[config.mk]
export PLATFORM = sky130hd
export DESIGN_NAME = usb_rx
export DESIGN_NICKNAME = d
export VERILOG_FILES = /design/src/hw/usb_rx_pkg.sv /design/src/hw/usb_bit_unstuffer.sv /design/src/hw/usb_byte_assembler.sv /design/src/hw/usb_line_sampler.sv /design/src/hw/usb_rx.sv /design/src/hw/usb_rx_control.sv
export SDC_FILE = /design/constraint.sdc
export NUM_CORES = 1
export LEC_CHECK = 0
export BUFFER_PORTS_ARGS = -buffer_cell sky130_fd_sc_hd__buf_2
export CELL_PAD_IN_SITES_DETAIL_PLACEMENT = 2
export CELL_PAD_IN_SITES_GLOBAL_PLACEMENT = 2
export CORE_ASPECT_RATIO = 1.75
export CORE_MARGIN = 5
export CORE_UTILIZATION = 40
export CTS_CLUSTER_DIAMETER = 150
export DETAILED_ROUTE_END_ITERATION = 10
export GPL_TIMING_DRIVEN = 0
export PLACE_DENSITY = 0.87
export REMOVE_ABC_BUFFERS = 1
export SLEW_MARGIN = 20
export SYNTH_ARGS = -nofsm -noshare
export SYNTH_HDL_FRONTEND = slang
export SYNTH_HIERARCHICAL = 1
export SYNTH_SLANG_ARGS = --single-unit
[constraint.sdc]
create_clock -name tb_clk -period 5.6 [get_ports tb_clk]
set_input_delay 0.28 -clock tb_clk [delete_from_list [all_inputs] [get_ports tb_clk]]
set_output_delay 0.28 -clock tb_clk [all_outputs]
set_load 0.01 [all_outputs]
[src/hw/usb_rx_pkg.sv]
`default_nettype none

package usb_rx_pkg;

    typedef logic [7:0] byte_t;
    typedef logic [2:0] bit_index_t;
    typedef logic [7:0] pid_t;

    // Line timing, in receive clocks
    localparam int clocks_per_bit = 8;
    localparam int sample_offset = 3;
    localparam int stuff_limit = 6;

    // Seven zeros then a one, shifted in LSB first
    localparam byte_t sync_pattern = 8'h80;

    // PID byte as received, check nibble in the upper half
    localparam pid_t pid_out = 8'he1;
    localparam pid_t pid_in = 8'h69;
    localparam pid_t pid_setup = 8'h2d;
    localparam pid_t pid_data0 = 8'hc3;
    localparam pid_t pid_data1 = 8'h4b;
    localparam pid_t pid_ack = 8'hd2;
    localparam pid_t pid_nak = 8'h5a;

    typedef enum logic [2:0] {
        pkt_none, pkt_out, pkt_in, pkt_setup, pkt_data0, pkt_data1, pkt_ack, pkt_nak
    } rx_packet_t;

    typedef enum logic [2:0] {
        st_idle, st_pid, st_data, st_eop, st_error
    } rx_state_t;

endpackage

`default_nettype wire

[src/hw/usb_bit_unstuffer.sv]
`timescale 1ns/1ps
`default_nettype none

module usb_bit_unstuffer (
    input  wire logic tb_clk,
    input  wire logic tb_n_rst,
    input  wire logic bit_strobe,
    input  wire logic bit_value,
    input  wire logic se0_strobe,
    output logic      data_strobe,
    output logic      data_bit,
    output logic      stuff_error
);

    logic [$clog2(usb_rx_pkg::stuff_limit + 1)-1:0] ones;

    always_ff @(posedge tb_clk, negedge tb_n_rst) begin
        if (!tb_n_rst) begin
            ones <= '0;
            data_strobe <= 1'b0;
            data_bit <= 1'b0;
            stuff_error <= 1'b0;
        end else begin
            data_strobe <= 1'b0;
            stuff_error <= 1'b0;
            if (se0_strobe) begin
                ones <= '0;
            end else if (bit_strobe) begin
                if (ones == usb_rx_pkg::stuff_limit) begin
                    // Stuffed slot, a one here breaks the rule
                    stuff_error <= bit_value;
                    ones <= '0;
                end else begin
                    data_strobe <= 1'b1;
                    data_bit <= bit_value;
                    ones <= bit_value ? ones + 1'b1 : '0;
                end
            end
        end
    end

endmodule

`default_nettype wire

[src/hw/usb_byte_assembler.sv]
`timescale 1ns/1ps
`default_nettype none

module usb_byte_assembler (
    input  wire logic          tb_clk,
    input  wire logic          tb_n_rst,
    input  wire logic          data_strobe,
    input  wire logic          data_bit,
    input  wire logic          align,
    output logic               byte_strobe,
    output usb_rx_pkg::byte_t  byte_data,
    output logic               sync_seen
);

    usb_rx_pkg::byte_t      shift_reg;
    usb_rx_pkg::byte_t      shift_next;
    usb_rx_pkg::bit_index_t bit_index;

    // LSB first, newest bit enters at the top
    assign shift_next = {data_bit, shift_reg[7:1]};

    always_ff @(posedge tb_clk, negedge tb_n_rst) begin
        if (!tb_n_rst) begin
            shift_reg <= '0;
            bit_index <= '0;
            byte_strobe <= 1'b0;
            byte_data <= '0;
            sync_seen <= 1'b0;
        end else begin
            byte_strobe <= 1'b0;
            sync_seen <= 1'b0;
            if (align) begin
                bit_index <= '0;
            end else if (data_strobe) begin
                shift_reg <= shift_next;
                bit_index <= bit_index + 1'b1;
                sync_seen <= (shift_next == usb_rx_pkg::sync_pattern);
                if (bit_index == 3'd7) begin
                    byte_strobe <= 1'b1;
                    byte_data <= shift_next;
                end
            end
        end
    end

    assert property (@(posedge tb_clk) disable iff (!tb_n_rst) !(byte_strobe && align));

endmodule

`default_nettype wire

[src/hw/usb_line_sampler.sv]
`timescale 1ns/1ps
`default_nettype none

module usb_line_sampler (
    input  wire logic tb_clk,
    input  wire logic tb_n_rst,
    input  wire logic d_plus,
    input  wire logic d_minus,
    output logic      bit_strobe,
    output logic      bit_value,
    output logic      se0_strobe
);

    logic [1:0] dp_sync;
    logic [1:0] dm_sync;
    logic       dp_last;
    logic       dm_last;
    logic [$clog2(usb_rx_pkg::clocks_per_bit)-1:0] phase;
    logic       active;
    logic       prev_dp;
    logic       prev_se0;
    logic       line_se0;
    logic       jk_edge;
    logic       sample;

    assign line_se0 = !dp_sync[1] && !dm_sync[1];

    // Only J<->K changes retime the bit clock, SE0 edges do not
    assign jk_edge = (dp_sync[1] != dp_last) && (dp_sync[1] != dm_sync[1])
                   && (dp_last != dm_last);
    assign sample = (phase == usb_rx_pkg::sample_offset);

    always_ff @(posedge tb_clk, negedge tb_n_rst) begin
        if (!tb_n_rst) begin
            dp_sync <= 2'b11;
            dm_sync <= 2'b00;
            dp_last <= 1'b1;
            dm_last <= 1'b0;
            phase <= '0;
            active <= 1'b0;
            prev_dp <= 1'b1;
            prev_se0 <= 1'b0;
            bit_strobe <= 1'b0;
            bit_value <= 1'b0;
            se0_strobe <= 1'b0;
        end else begin
            dp_sync <= {dp_sync[0], d_plus};
            dm_sync <= {dm_sync[0], d_minus};
            dp_last <= dp_sync[1];
            dm_last <= dm_sync[1];
            bit_strobe <= 1'b0;
            se0_strobe <= 1'b0;
            if (jk_edge) begin
                phase <= '0;
                active <= 1'b1;
            end else if (phase == usb_rx_pkg::clocks_per_bit - 1) begin
                phase <= '0;
            end else begin
                phase <= phase + 1'b1;
            end
            if (sample) begin
                prev_se0 <= line_se0;
                if (line_se0) begin
                    se0_strobe <= prev_se0;
                    active <= 1'b0;
                    // Line returns to J after end of packet
                    prev_dp <= 1'b1;
                end else if (active) begin
                    bit_strobe <= 1'b1;
                    bit_value <= (dp_sync[1] == prev_dp);
                    prev_dp <= dp_sync[1];
                end
            end
        end
    end

    assert property (@(posedge tb_clk) disable iff (!tb_n_rst) !(bit_strobe && se0_strobe));

endmodule

`default_nettype wire

[src/hw/usb_rx.sv]
`timescale 1ns/1ps
`default_nettype none

module usb_rx (
    input  wire logic               tb_clk,
    input  wire logic               tb_n_rst,
    input  wire logic               d_plus,
    input  wire logic               d_minus,
    input  wire logic               r_enable,
    output usb_rx_pkg::byte_t       rx_packet_data,
    output usb_rx_pkg::rx_packet_t  rx_packet,
    output logic                    store_rx_packet,
    output logic                    r_error,
    output logic                    packet_done,
    output logic                    data_loaded
);

    logic              bit_strobe;
    logic              bit_value;
    logic              se0_strobe;
    logic              data_strobe;
    logic              data_bit;
    logic              stuff_error;
    logic              byte_strobe;
    usb_rx_pkg::byte_t byte_data;
    logic              sync_seen;
    logic              align;

    usb_line_sampler u_sampler (
        .tb_clk, .tb_n_rst, .d_plus, .d_minus,
        .bit_strobe, .bit_value, .se0_strobe
    );

    usb_bit_unstuffer u_unstuffer (
        .tb_clk, .tb_n_rst, .bit_strobe, .bit_value, .se0_strobe,
        .data_strobe, .data_bit, .stuff_error
    );

    usb_byte_assembler u_assembler (
        .tb_clk, .tb_n_rst, .data_strobe, .data_bit, .align,
        .byte_strobe, .byte_data, .sync_seen
    );

    usb_rx_control u_control (
        .tb_clk, .tb_n_rst, .sync_seen, .byte_strobe, .byte_data,
        .se0_strobe, .stuff_error, .r_enable, .align,
        .rx_packet, .rx_packet_data, .store_rx_packet,
        .data_loaded, .r_error, .packet_done
    );

endmodule

`default_nettype wire

[src/hw/usb_rx_control.sv]
`timescale 1ns/1ps
`default_nettype none

module usb_rx_control (
    input  wire logic                tb_clk,
    input  wire logic                tb_n_rst,
    input  wire logic                sync_seen,
    input  wire logic                byte_strobe,
    input  wire usb_rx_pkg::byte_t   byte_data,
    input  wire logic                se0_strobe,
    input  wire logic                stuff_error,
    input  wire logic                r_enable,
    output logic                     align,
    output usb_rx_pkg::rx_packet_t   rx_packet,
    output usb_rx_pkg::byte_t        rx_packet_data,
    output logic                     store_rx_packet,
    output logic                     data_loaded,
    output logic                     r_error,
    output logic                     packet_done
);

    usb_rx_pkg::rx_state_t  state;
    usb_rx_pkg::rx_packet_t pid_kind;
    logic [2:0]             ones_run;
    logic [5:0]             gap_cnt;
    logic                   pid_ok;
    logic                   stuff_pending;
    logic                   partial;
    logic                   overrun;

    // Mirrors the unstuffer's ones count over the delivered bytes
    function automatic logic [2:0] ones_after(input logic [2:0] run_in,
                                              input usb_rx_pkg::byte_t b);
        logic [2:0] run;
        int i;
        run = run_in;
        for (i = 0; i < 8; i++) begin
            if (run == usb_rx_pkg::stuff_limit) run = '0;
            run = b[i] ? run + 1'b1 : 3'd0;
        end
        return run;
    endfunction

    always_comb begin
        case (byte_data)
            usb_rx_pkg::pid_out:   pid_kind = usb_rx_pkg::pkt_out;
            usb_rx_pkg::pid_in:    pid_kind = usb_rx_pkg::pkt_in;
            usb_rx_pkg::pid_setup: pid_kind = usb_rx_pkg::pkt_setup;
            usb_rx_pkg::pid_data0: pid_kind = usb_rx_pkg::pkt_data0;
            usb_rx_pkg::pid_data1: pid_kind = usb_rx_pkg::pkt_data1;
            usb_rx_pkg::pid_ack:   pid_kind = usb_rx_pkg::pkt_ack;
            usb_rx_pkg::pid_nak:   pid_kind = usb_rx_pkg::pkt_nak;
            default:               pid_kind = usb_rx_pkg::pkt_none;
        endcase
    end

    assign pid_ok = (byte_data[7:4] == ~byte_data[3:0]) && (pid_kind != usb_rx_pkg::pkt_none);
    assign stuff_pending = (ones_run == usb_rx_pkg::stuff_limit);
    // A whole byte leaves two bit times of SE0 and one more if a stuffed zero trails
    assign partial = gap_cnt > (2 * usb_rx_pkg::clocks_per_bit + usb_rx_pkg::clocks_per_bit / 2
                     + (stuff_pending ? usb_rx_pkg::clocks_per_bit : 0));
    assign overrun = byte_strobe && (state == usb_rx_pkg::st_data) && data_loaded;

    always_ff @(posedge tb_clk, negedge tb_n_rst) begin
        if (!tb_n_rst) begin
            state <= usb_rx_pkg::st_idle;
            align <= 1'b0;
            rx_packet <= usb_rx_pkg::pkt_none;
            rx_packet_data <= '0;
            store_rx_packet <= 1'b0;
            data_loaded <= 1'b0;
            r_error <= 1'b0;
            packet_done <= 1'b0;
            ones_run <= '0;
            gap_cnt <= '0;
        end else begin
            align <= 1'b0;
            store_rx_packet <= 1'b0;
            packet_done <= 1'b0;
            if (gap_cnt != '1) gap_cnt <= gap_cnt + 1'b1;
            if (r_enable && data_loaded) data_loaded <= 1'b0;
            case (state)
                usb_rx_pkg::st_idle: begin
                    if (sync_seen) begin
                        align <= 1'b1;
                        r_error <= 1'b0;
                        rx_packet <= usb_rx_pkg::pkt_none;
                        // SYNC ends in a one
                        ones_run <= 3'd1;
                        gap_cnt <= '0;
                        state <= usb_rx_pkg::st_pid;
                    end
                end
                usb_rx_pkg::st_pid, usb_rx_pkg::st_data: begin
                    if (se0_strobe) begin
                        packet_done <= 1'b1;
                        if (partial) r_error <= 1'b1;
                        state <= usb_rx_pkg::st_eop;
                    end else if (stuff_error) begin
                        r_error <= 1'b1;
                        state <= usb_rx_pkg::st_error;
                    end else if (byte_strobe) begin
                        gap_cnt <= '0;
                        ones_run <= ones_after(ones_run, byte_data);
                        if (state == usb_rx_pkg::st_pid) begin
                            if (pid_ok) begin
                                rx_packet <= pid_kind;
                                state <= usb_rx_pkg::st_data;
                            end else begin
                                r_error <= 1'b1;
                                state <= usb_rx_pkg::st_error;
                            end
                        end else if (overrun) begin
                            r_error <= 1'b1;
                        end else begin
                            rx_packet_data <= byte_data;
                            store_rx_packet <= 1'b1;
                            data_loaded <= 1'b1;
                        end
                    end
                end
                usb_rx_pkg::st_error: begin
                    if (se0_strobe) begin
                        packet_done <= 1'b1;
                        state <= usb_rx_pkg::st_eop;
                    end
                end
                default: state <= usb_rx_pkg::st_idle;
            endcase
        end
    end

    // An unread byte is never replaced or stored over
    assert property (@(posedge tb_clk) disable iff (!tb_n_rst)
        data_loaded && !r_enable |=> !store_rx_packet && $stable(rx_packet_data));
    assert property (@(posedge tb_clk) disable iff (!tb_n_rst) packet_done |=> !packet_done);

endmodule

`default_nettype wire

==> results.sh, run 1 <==
export IMPL_cp_required_ps=5820
export IMPL_cts_buffer_depth=2
export IMPL_slew_headroom_pct=57.0
export IMPL_vias=2885
export IMPL_setup_slack_ps=280
export IMPL_hp_class="in -> reg"
export IMPL_io_buffer_count=19
export IMPL_synthArstFlopShare_pct=100
export IMPL_switching_share_pct=32.7
export IMPL_grt_antenna_before_repair=0
export IMPL_r2r_end="u_control/ones_run[1]"
export IMPL_cts_made_buffers=9
export IMPL_irDropWorstVdd_uv=202
export IMPL_dr_pass1_iters=4
export IMPL_worstMarginPinSlew_ps=643
export IMPL_p_switching_mw=0.547
export IMPL_fillerInstances=982
export IMPL_die_area_um2=11300
export IMPL_worst_setup_path_type="reg -> reg"
export IMPL_final_instance_count_excl_fill=508
export IMPL_powerDensity_nw_per_um2=397
export IMPL_hpwl_um=7310
export IMPL_startpoint="u_control/ones_run[0]"
export IMPL_grt_pass1_vias=3340
export IMPL_first_iter_violations=101
export IMPL_fp_coreArea_um2=9040
export IMPL_crit_end="u_control/ones_run[1]"
export IMPL_critPathMaxFanout=7
export IMPL_p_int_mw=1.13
export IMPL_p_leak_nw=2.09
export IMPL_pwr_share_clk_pct=34.5
export IMPL_clock_latency_ps=340
export IMPL_ys_flop_type="dfrtp_1"
export IMPL_power_frac_comb_pct=22.2
export IMPL_max_freq_ghz=0.188
export IMPL_synth_top_area_cell="dfrtp_1"
export IMPL_drcViolationCount=0
export IMPL_clock_sinks=69
export IMPL_grt_max_degree=59
export IMPL_die_h_um=137
export IMPL_multi_input_comb_area_um2=1790
export IMPL_dp_slack_ps=221
export IMPL_worstPathArrival_ps=5540
export IMPL_ys_seq_area_share_pct=47.2
export IMPL_cts_tree="done"
export IMPL_fin_nets=406
export IMPL_drv_cap=0
export IMPL_drive_above_1_share_pct=17.5
export IMPL_path_clk_slew_ps=60
export IMPL_synth_cell_types=66
export IMPL_htreeDepth=3
export IMPL_start_util_pct=40.6
export IMPL_grt_usage_pct=20.8
export IMPL_via_per_inst=5.68
export IMPL_synth_area_leaders="dfrtp_1 (44%), ha_1 (6.1%), nand2_1 (4.9%), mux2_4 (3.3%), dfstp_2 (2.9%)"
export IMPL_seq_area_um2=1730
export IMPL_start_kind="flop"
export IMPL_finalCritPeriodShare_pct=95.0
export IMPL_fin_tns_setup_ps=0
export IMPL_r2r_start="u_control/ones_run[0]"
export IMPL_worstSetupEndpointType="flop"
export IMPL_clock_root_buffer="clkbuf_16"
export IMPL_place_inst=491
export IMPL_final_cell_area_um2=4220
export IMPL_synth_edf_count=0
export IMPL_power_total_mw=1.67
export IMPL_post_route_min_period_ps=5320
export IMPL_rows=46
export IMPL_grt_overflow_total=0
export IMPL_syn_area_um2=3670
export IMPL_wire_per_inst_um=20.7
export IMPL_grt_pass1_wl_um=17200
export IMPL_finalHoldViolations=0
export IMPL_slew_violations=0
export IMPL_die_x_um=82.4
export IMPL_postSynthCellCount=359
export IMPL_place_area_um2=3900
export IMPL_r2r_setup_slack_ps=280
export IMPL_fin_worst_skew_ps=7.35
export IMPL_yosysWarnings=6
export IMPL_num_antenna_cells=0
export IMPL_power_frac_seq_pct=43.3
export IMPL_wirelength_um=10500
export IMPL_area_growth_syn_to_layout_pct=14.9
export IMPL_avgSynthCellArea_um2=10.2
export IMPL_setup_violations=0
export IMPL_synth_seq_cells=69
export IMPL_ff2ff_path_depth=22
export IMPL_ios=20
export IMPL_rsz0062_at_grt="false"
export IMPL_cts_setup_buffers=0
export IMPL_outcome="finished clean"
export IMPL_ant_nets=0
export IMPL_synth_top_area_share_pct=44.3
export IMPL_routabilityCongestion=0.829
-- worst min-delay path by stage --
| stage | end | cells past startpoint | slack, ps | from |
|---|---|---|---|---|
| after floorplan | u_assembler/bit_index[0] | 0 | -20 | tb_n_rst |
| after global placement | u_sampler/dm_sync[1] | 0 | 350 | u_sampler/dm_sync[0] |
| after detailed placement | u_control/store_rx_packet | 1 | 140 | tb_n_rst |
| after CTS | u_sampler/dm_sync[0] | 1 | 30 | d_minus |
| after global routing | u_sampler/dp_sync[0] | 1 | 30 | d_plus |
| final | u_sampler/dm_sync[0] | 1 | 40 | d_minus |
-- power groups by stage --
stage / sequential, mW / clock, mW / combinational, mW
5_1_grt: 0.738 / 0.619 / 0.416
2_1_floorplan: 0.691 / 0 / 0.272
6_report: 0.724 / 0.578 / 0.372
3_3_place_gp: 0.717 / 0 / 0.324
3_5_place_dp: 0.729 / 0 / 0.361
4_1_cts: 0.726 / 0.591 / 0.378
-- synthesized netlist by cell type, types with 2 or more instances --
master,n
a211oi_1,3
a21o_1,2
a21oi_1,20
a31oi_1,6
and3_1,3
buf_6,2
clkbuf_1,5
dfrtp_1,65
dfstp_2,4
ha_1,18
inv_1,27
mux2_2,8
mux2_4,8
mux2i_1,5
nand2_1,48
nand2b_1,6
nand3_1,9
nand3b_1,3
nand4_1,4
nand4b_1,2
nor2_1,25
nor2b_1,8
nor3_1,8
nor3b_1,4
nor4_1,2
o21ai_0,13
o22a_1,2
o31ai_1,2
xnor2_1,5
xor2_1,6
-- cells by family (layout without fill, tap and decap cells) --
group	count (synthesis)	after routing	share of synthesized area (%)
AOI/OAI and AO/OA	65	65	11.5
xor gates and xnor gates	11	11	2.63
buffers and inverters	36	65	4.13
and+or+nand+nor	137	137	20.6
adders and majority gates	18	18	6.14
DFF	69	69	47.2
muxes	23	23	7.77
-- worst max-delay path, cell delays in order (launching register included) --
cell,delay [ps]
dfrtp_1,450
xnor2_1,160
nor3b_1,250
ha_1,290
nand3b_1,100
or4b_4,480
nand2_1,90
xor2_1,160
a21oi_1,110
ha_1,270
xor2_2,250
a21oi_1,110
ha_1,320
a31oi_1,300
nand2_1,90
a211oi_1,280
a31oi_2,110
xor2_1,190
o211a_1,240
ha_1,380
nand2b_1,190
nand4bb_1,110
a32o_1,260
-- repair_timing --
item                                    CTS  global route
gates resized for setup                   0             2
hold buffers                              1             0
endpoints found under the setup margin    0             1
endpoints found under the hold margin    11             0
-- placed cells by master (no fill, tap or decap), drive strengths merged, types with 3 or more instances in the layout --
cell type	n
mux2i	6
ha	18
nor3b	5
dfrtp	65
nor2	25
nand2	48
nor2b	9
xnor2	5
o21ai	14
nand2b	6
nand3b	4
xor2	6
a211oi	3
a31oi	7
inv	29
nand4	4
buf	20
clkinv	3
a21oi	20
dfstp	4
clkbuf	9
mux2	17
and3	4
nand3	9
nor3	8
-- metrics by stage --
stage | hold WS, ps | util [%]
2_1_floorplan | -15.6 | -
3_3_place_gp | 346 | 42.8
3_5_place_dp | 138 | 43.1
4_1_cts | 32.1 | 46.6
5_1_grt | 29.3 | 46.7
6_report | 41.2 | 46.7
-- layout make-up --
type / instances / area share, %
multi-input cells: 254 / 42.5
flip-flops and latches: 69 / 41.1
repair buffers: 21 / 3.20
clock buffers: 9 / 5.34
inverters: 28 / 2.49
well taps: 120 / 3.56
clock inverters: 7 / 1.78
-- per-layer routing --
metal	vias to the layer above	share of wire, %	global-route usage [%]
met1	1485	34	19.3
met5	-	0	0
met2	55	58	39.3
li1	1313	-	-
met4	0	4.9	12.5
met3	32	3.0	4.68
Note: power is estimated with default switching activity, not from simulation.
==> inputs of run 2 (changes only) <==
--- a/config.mk
+++ b/config.mk
@@ -14,6 +14,7 @@
 export CTS_CLUSTER_DIAMETER = 150
 export DETAILED_ROUTE_END_ITERATION = 10
 export GPL_TIMING_DRIVEN = 0
+export MAX_ROUTING_LAYER = met4
 export PLACE_DENSITY = 0.87
 export REMOVE_ABC_BUFFERS = 1
 export SLEW_MARGIN = 20
==> results.sh, run 2 (synthesized netlist as in run 1, its figures left out) <==
export IMPL_final_common_cell="dfrtp_1"
export IMPL_die_area_um2=11300
export IMPL_worstSetupEndpointType="flop"
export IMPL_area_growth_syn_to_layout_pct=14.9
export IMPL_max_stage_delay_ps=480
export IMPL_final_instance_count_excl_fill=508
export IMPL_grt_usage_pct=21.3
export IMPL_fin_tns_setup_ps=0
export IMPL_cts_setup_buffers=0
export IMPL_grt_antenna_before_repair=0
export IMPL_ios=20
export IMPL_finalCritPeriodShare_pct=94.8
export IMPL_clock_root_buffer="clkbuf_16"
export IMPL_start_util_pct=40.6
export IMPL_wire_per_inst_um=20.7
export IMPL_hold_start="d_minus"
export IMPL_cts_buffer_depth=2
export IMPL_layout_common_cells="dfrtp_1 (64), nand2_1 (48), inv_1 (27), nor2_1 (25), a21oi_1 (20)"
export IMPL_startpoint="u_control/ones_run[0]"
export IMPL_vias=2885
export IMPL_worstMarginPinSlew_ps=597
export IMPL_grt_pass1_vias=3366
export IMPL_clock_latency_ps=340
export IMPL_via_per_inst=5.68
export IMPL_worst_setup_path_type="reg -> reg"
export IMPL_slew_violations=0
export IMPL_drive_above_1_share_pct=17.5
export IMPL_grt_overflow_total=0
export IMPL_num_antenna_cells=0
export IMPL_grt_max_degree=59
export IMPL_crit_top_cell="ha_1"
export IMPL_post_route_min_period_ps=5310
export IMPL_htreeDepth=3
export IMPL_die_x_um=82.4
export IMPL_hp_class="in -> reg"
export IMPL_rsz0062_at_grt="false"
export IMPL_ant_nets=0
export IMPL_worstPathArrival_ps=5530
export IMPL_cts_made_buffers=9
export IMPL_slew_headroom_pct=60.1
export IMPL_path_clk_slew_ps=60
export IMPL_fin_worst_skew_ps=6.71
export IMPL_dp_slack_ps=221
export IMPL_finalHoldViolations=0
export IMPL_setup_slack_ps=290
export IMPL_hpwl_um=7310
export IMPL_rows=46
export IMPL_setup_violations=0
export IMPL_outcome="finished clean"
export IMPL_max_freq_ghz=0.188
export IMPL_power_total_mw=1.67
export IMPL_fp_coreArea_um2=9040
export IMPL_irDropWorstVdd_uv=197
export IMPL_powerDensity_nw_per_um2=396
export IMPL_wirelength_um=10500
export IMPL_fin_nets=406
export IMPL_place_inst=491
export IMPL_critPathMaxFanout=7
export IMPL_routabilityCongestion=0.842
export IMPL_start_kind="flop"
export IMPL_first_iter_violations=92
export IMPL_utilization_pct=46.7
export IMPL_drcViolationCount=0
export IMPL_r2r_start="u_control/ones_run[0]"
export IMPL_crit_chain="xnor2_1, nor3b_1, ha_1, nand3b_1, or4b_4, nand2_1, xor2_1, a21oi_1, ha_1, xor2_2, a21oi_1, ha_1, a31oi_1, nand2_1, a211oi_1, a31oi_2, xor2_1, o211a_1, ha_1, nand2b_1, nand4bb_1, a32o_1"
export IMPL_dr_pass1_iters=4
export IMPL_critical_path_slowest_cell="or4b_4"
export IMPL_io_buffer_count=19
export IMPL_drv_cap=0
export IMPL_clock_sinks=69
export IMPL_cts_tree="done"
export IMPL_die_h_um=137
export IMPL_cp_required_ps=5820
export IMPL_grt_pass1_wl_um=17100
export IMPL_p_leak_nw=2.09
[run 2: cell counts in the layout (fill, tap and decap cells not counted)]
No cell type changed its count.
[run 2: area by class of cell]
class	instances	area (um^2)
Clock inverter	7	75.1
Clock buffer	9	225
Sequential cell	69	1730
Multi-Input combinational cell	254	1790
Tap cell	120	150
Fill cell	982	4820
Timing Repair Buffer	21	135
Inverter	28	105
[run 2: through the flow]
stage	hold WS, ps	instance area, um^2
floorplan	-15.6	3620
global placement	346	3870
detailed placement	138	3900
CTS	32.1	4210
global route	31.0	4220
finish	43.1	4220
[run 2: worst max-delay path, delay by kind of cell, from the launching register on]
family / cells / cell delay [ps]
fa+ha+maj: 4 / 1260
flops: 1 / 440
xor+xnor: 4 / 760
simple gates: 7 / 1310
compound gates: 7 / 1410
[run 2: path summary, 6_finish.rpt]
| kind | end | slack (ps) | depth (start not counted) |
|---|---|---|---|
| worst max-delay path | u_control/ones_run[1] | 290 | 22 |
| worst min-delay path | u_sampler/dm_sync[0] | 40 | 1 |
| min in group asynchronous | u_control/rx_packet_data[4] | 330 | 2 |
| worst min register to register | u_sampler/dp_sync[1] | 360 | 0 |
| max in group asynchronous | u_sampler/dp_sync[0] | 4690 | 3 |
| worst max register to register | u_control/ones_run[1] | 290 | 22 |
[run 2: metal layers]
| metal | GRT usage [%] | wire length (um) | part of all wire, % |
|---|---|---|---|
| met5 | - | 0 | 0 |
| met3 | 4.41 | 325 | 3.1 |
| met1 | 19.0 | 3500 | 33 |
| met2 | 39.5 | 6200 | 59 |
| met4 | 12.5 | 495 | 4.7 |
[run 2: report_power, final]
group,leakage (nW),internal (mW),switching [mW],total [mW]
Clock,0.143,0.347,0.228,0.575
Combinational,1.05,0.176,0.196,0.371
Sequential,0.895,0.605,0.119,0.723
[run 2: repair_timing]
action	in CTS	in global routing
resized for setup	0	2
hold buffers	1	0
setup endpoints to repair	0	1
hold endpoints to repair	11	0
==> inputs of run 3 (changes only) <==
--- a/config.mk
+++ b/config.mk
@@ -8,7 +8,6 @@
 export BUFFER_PORTS_ARGS = -buffer_cell sky130_fd_sc_hd__buf_2
 export CELL_PAD_IN_SITES_DETAIL_PLACEMENT = 2
 export CELL_PAD_IN_SITES_GLOBAL_PLACEMENT = 2
-export CORE_ASPECT_RATIO = 1.75
 export CORE_MARGIN = 5
 export CORE_UTILIZATION = 40
 export CTS_CLUSTER_DIAMETER = 150
==> results.sh, run 3 (synthesized netlist as in run 1, its figures left out) <==
export IMPL_outcome="finished clean"
export IMPL_fp_coreArea_um2=9110
export IMPL_final_common_cell="dfrtp_1"
export IMPL_crit_chain="xnor2_1, nor3b_1, ha_1, nand3b_1, or4b_4, nand2_1, xor2_1, a21oi_1, ha_1, xor2_2, a21oi_1, ha_1, a31oi_1, nand2_1, a211oi_1, a31oi_2, xor2_1, o211a_1, ha_1, nand2b_1, nand4bb_1, a32o_1"
export IMPL_powerDensity_nw_per_um2=381
export IMPL_slew_violations=0
export IMPL_wirelength_um=10300
export IMPL_cp_required_ps=5840
export IMPL_die_area_um2=11200
export IMPL_critPathMaxFanout=7
export IMPL_hpwl_um=7120
export IMPL_ios=20
export IMPL_setup_violations=0
export IMPL_max_freq_ghz=0.190
export IMPL_layout_common_cells="dfrtp_1 (64), nand2_1 (48), inv_1 (27), nor2_1 (25), a21oi_1 (20)"
export IMPL_min_delay_path_depth=2
export IMPL_drive_above_1_share_pct=17.4
export IMPL_fin_tns_setup_ps=0
export IMPL_htreeDepth=3
export IMPL_start_kind="flop"
export IMPL_path_clk_slew_ps=80
export IMPL_grt_antenna_before_repair=0
export IMPL_io_buffer_count=19
export IMPL_crit_top_cell="ha_1"
export IMPL_rows=35
export IMPL_drcViolationCount=0
export IMPL_vias=2877
export IMPL_fillerInstances=955
export IMPL_die_h_um=106
export IMPL_wire_per_inst_um=20.5
export IMPL_final_cell_area_um2=4160
export IMPL_dp_slack_ps=342
export IMPL_clock_sinks=69
export IMPL_grt_usage_pct=20.6
export IMPL_grt_overflow_total=0
export IMPL_worstMarginPinSlew_ps=582
export IMPL_cts_buffer_depth=2
export IMPL_worstPathArrival_ps=5500
export IMPL_via_per_inst=5.74
export IMPL_ant_nets=0
export IMPL_cts_made_buffers=9
export IMPL_fin_nets=408
export IMPL_worst_setup_path_type="reg -> reg"
export IMPL_cts_tree="done"
export IMPL_clock_latency_ps=350
export IMPL_max_stage_delay_ps=490
export IMPL_place_area_um2=3890
export IMPL_irDropWorstVdd_uv=178
export IMPL_num_antenna_cells=0
export IMPL_post_route_min_period_ps=5260
export IMPL_p_leak_nw=2.07
export IMPL_start_util_pct=40.3
export IMPL_grt_pass1_wl_um=17700
export IMPL_drv_cap=0
export IMPL_slew_headroom_pct=61.1
export IMPL_fin_worst_skew_ps=8.07
export IMPL_first_iter_violations=121
export IMPL_clock_root_buffer="clkbuf_8"
export IMPL_setup_slack_ps=339
export IMPL_ff2ff_path_depth=22
export IMPL_area_growth_syn_to_layout_pct=13.2
export IMPL_final_instance_count_excl_fill=501
export IMPL_finalHoldViolations=0
export IMPL_grt_pass1_vias=3340
export IMPL_routabilityCongestion=0.763
export IMPL_rsz0062_at_grt="false"
export IMPL_dr_pass1_iters=4
export IMPL_power_total_mw=1.58
export IMPL_finalCritPeriodShare_pct=94.0
export IMPL_place_inst=482
export IMPL_die_x_um=106
export IMPL_grt_max_degree=53
export IMPL_worstSetupEndpointType="flop"
export IMPL_hp_class="in -> reg"
export IMPL_critical_path_slowest_cell="or4b_4"
run 3: changes by cell type in the layout (fill, tap and decap cells not counted):
cell | previous run | this run
clkbuf_16 | 9 | 0
clkinv_2 | 2 | 0
bufinv_16 | 1 | 2
clkinvlp_4 | 2 | 1
dlygate4sd3_1 | 1 | 3
clkbuf_8 | 0 | 9
inv_6 | 0 | 2
run 3: worst paths after layout:
path | start | to | slack (ps)
hold / removal | r_enable | u_control/data_loaded | 150
min in group asynchronous | tb_n_rst | u_control/gap_cnt[2] | 350
setup / recovery | u_control/ones_run[0] | u_control/ones_run[1] | 340
max in group asynchronous | tb_n_rst | u_sampler/dp_sync[0] | 4650
setup reg to reg | u_control/ones_run[0] | u_control/ones_run[1] | 340
hold reg to reg | u_sampler/dp_sync[0] | u_sampler/dp_sync[1] | 360
run 3: layout make-up:
class / instances / area, um^2 / area share [%]
multi-input combinational: 254 / 1790 / 43.2
clock buffer: 9 / 124 / 2.98
sequential: 69 / 1730 / 41.7
tap: 111 / 139 / 3.34
inverter: 28 / 105 / 2.53
clock inverter: 7 / 105 / 2.53
timing repair buffer: 23 / 155 / 3.73
run 3: power by group:
group	switching, mW	internal (mW)
logic	0.202	0.180
clock network	0.217	0.258
registers	0.122	0.603
run 3: stage by stage:
stage / utilization, % / hold slack (ps)
6_report: 45.6 / 152
2_1_floorplan: - / -15.6
4_1_cts: 45.3 / 5.15
3_3_place_gp: 42.3 / 346
5_1_grt: 45.6 / 141
3_5_place_dp: 42.7 / 184
run 3: what timing repair did:
| item | CTS | global route |
|---|---|---|
| resized for setup | 0 | 2 |
| buffers inserted | 0 | 0 |
| endpoints found under the setup margin | 0 | 2 |
| hold buffers | 1 | 2 |
| endpoints found under the hold margin | 17 | 2 |
run 3: worst max-delay path: cells and delay by family (launching register included):
family,cells,cell delay (ps)
AO/OA/AOI/OAI,7,1330
AND/OR/NAND/NOR,7,1340
XOR/XNOR,4,770
adder cells (fa/ha/maj),4,1260
flip-flops,1,450
run 3: metal layers:
layer / track usage [%] / wire length [um]
met3: 3.80 / 217
met2: 36.6 / 5520
met5: - / 0
met4: 6.94 / 204
met1: 23.2 / 4330
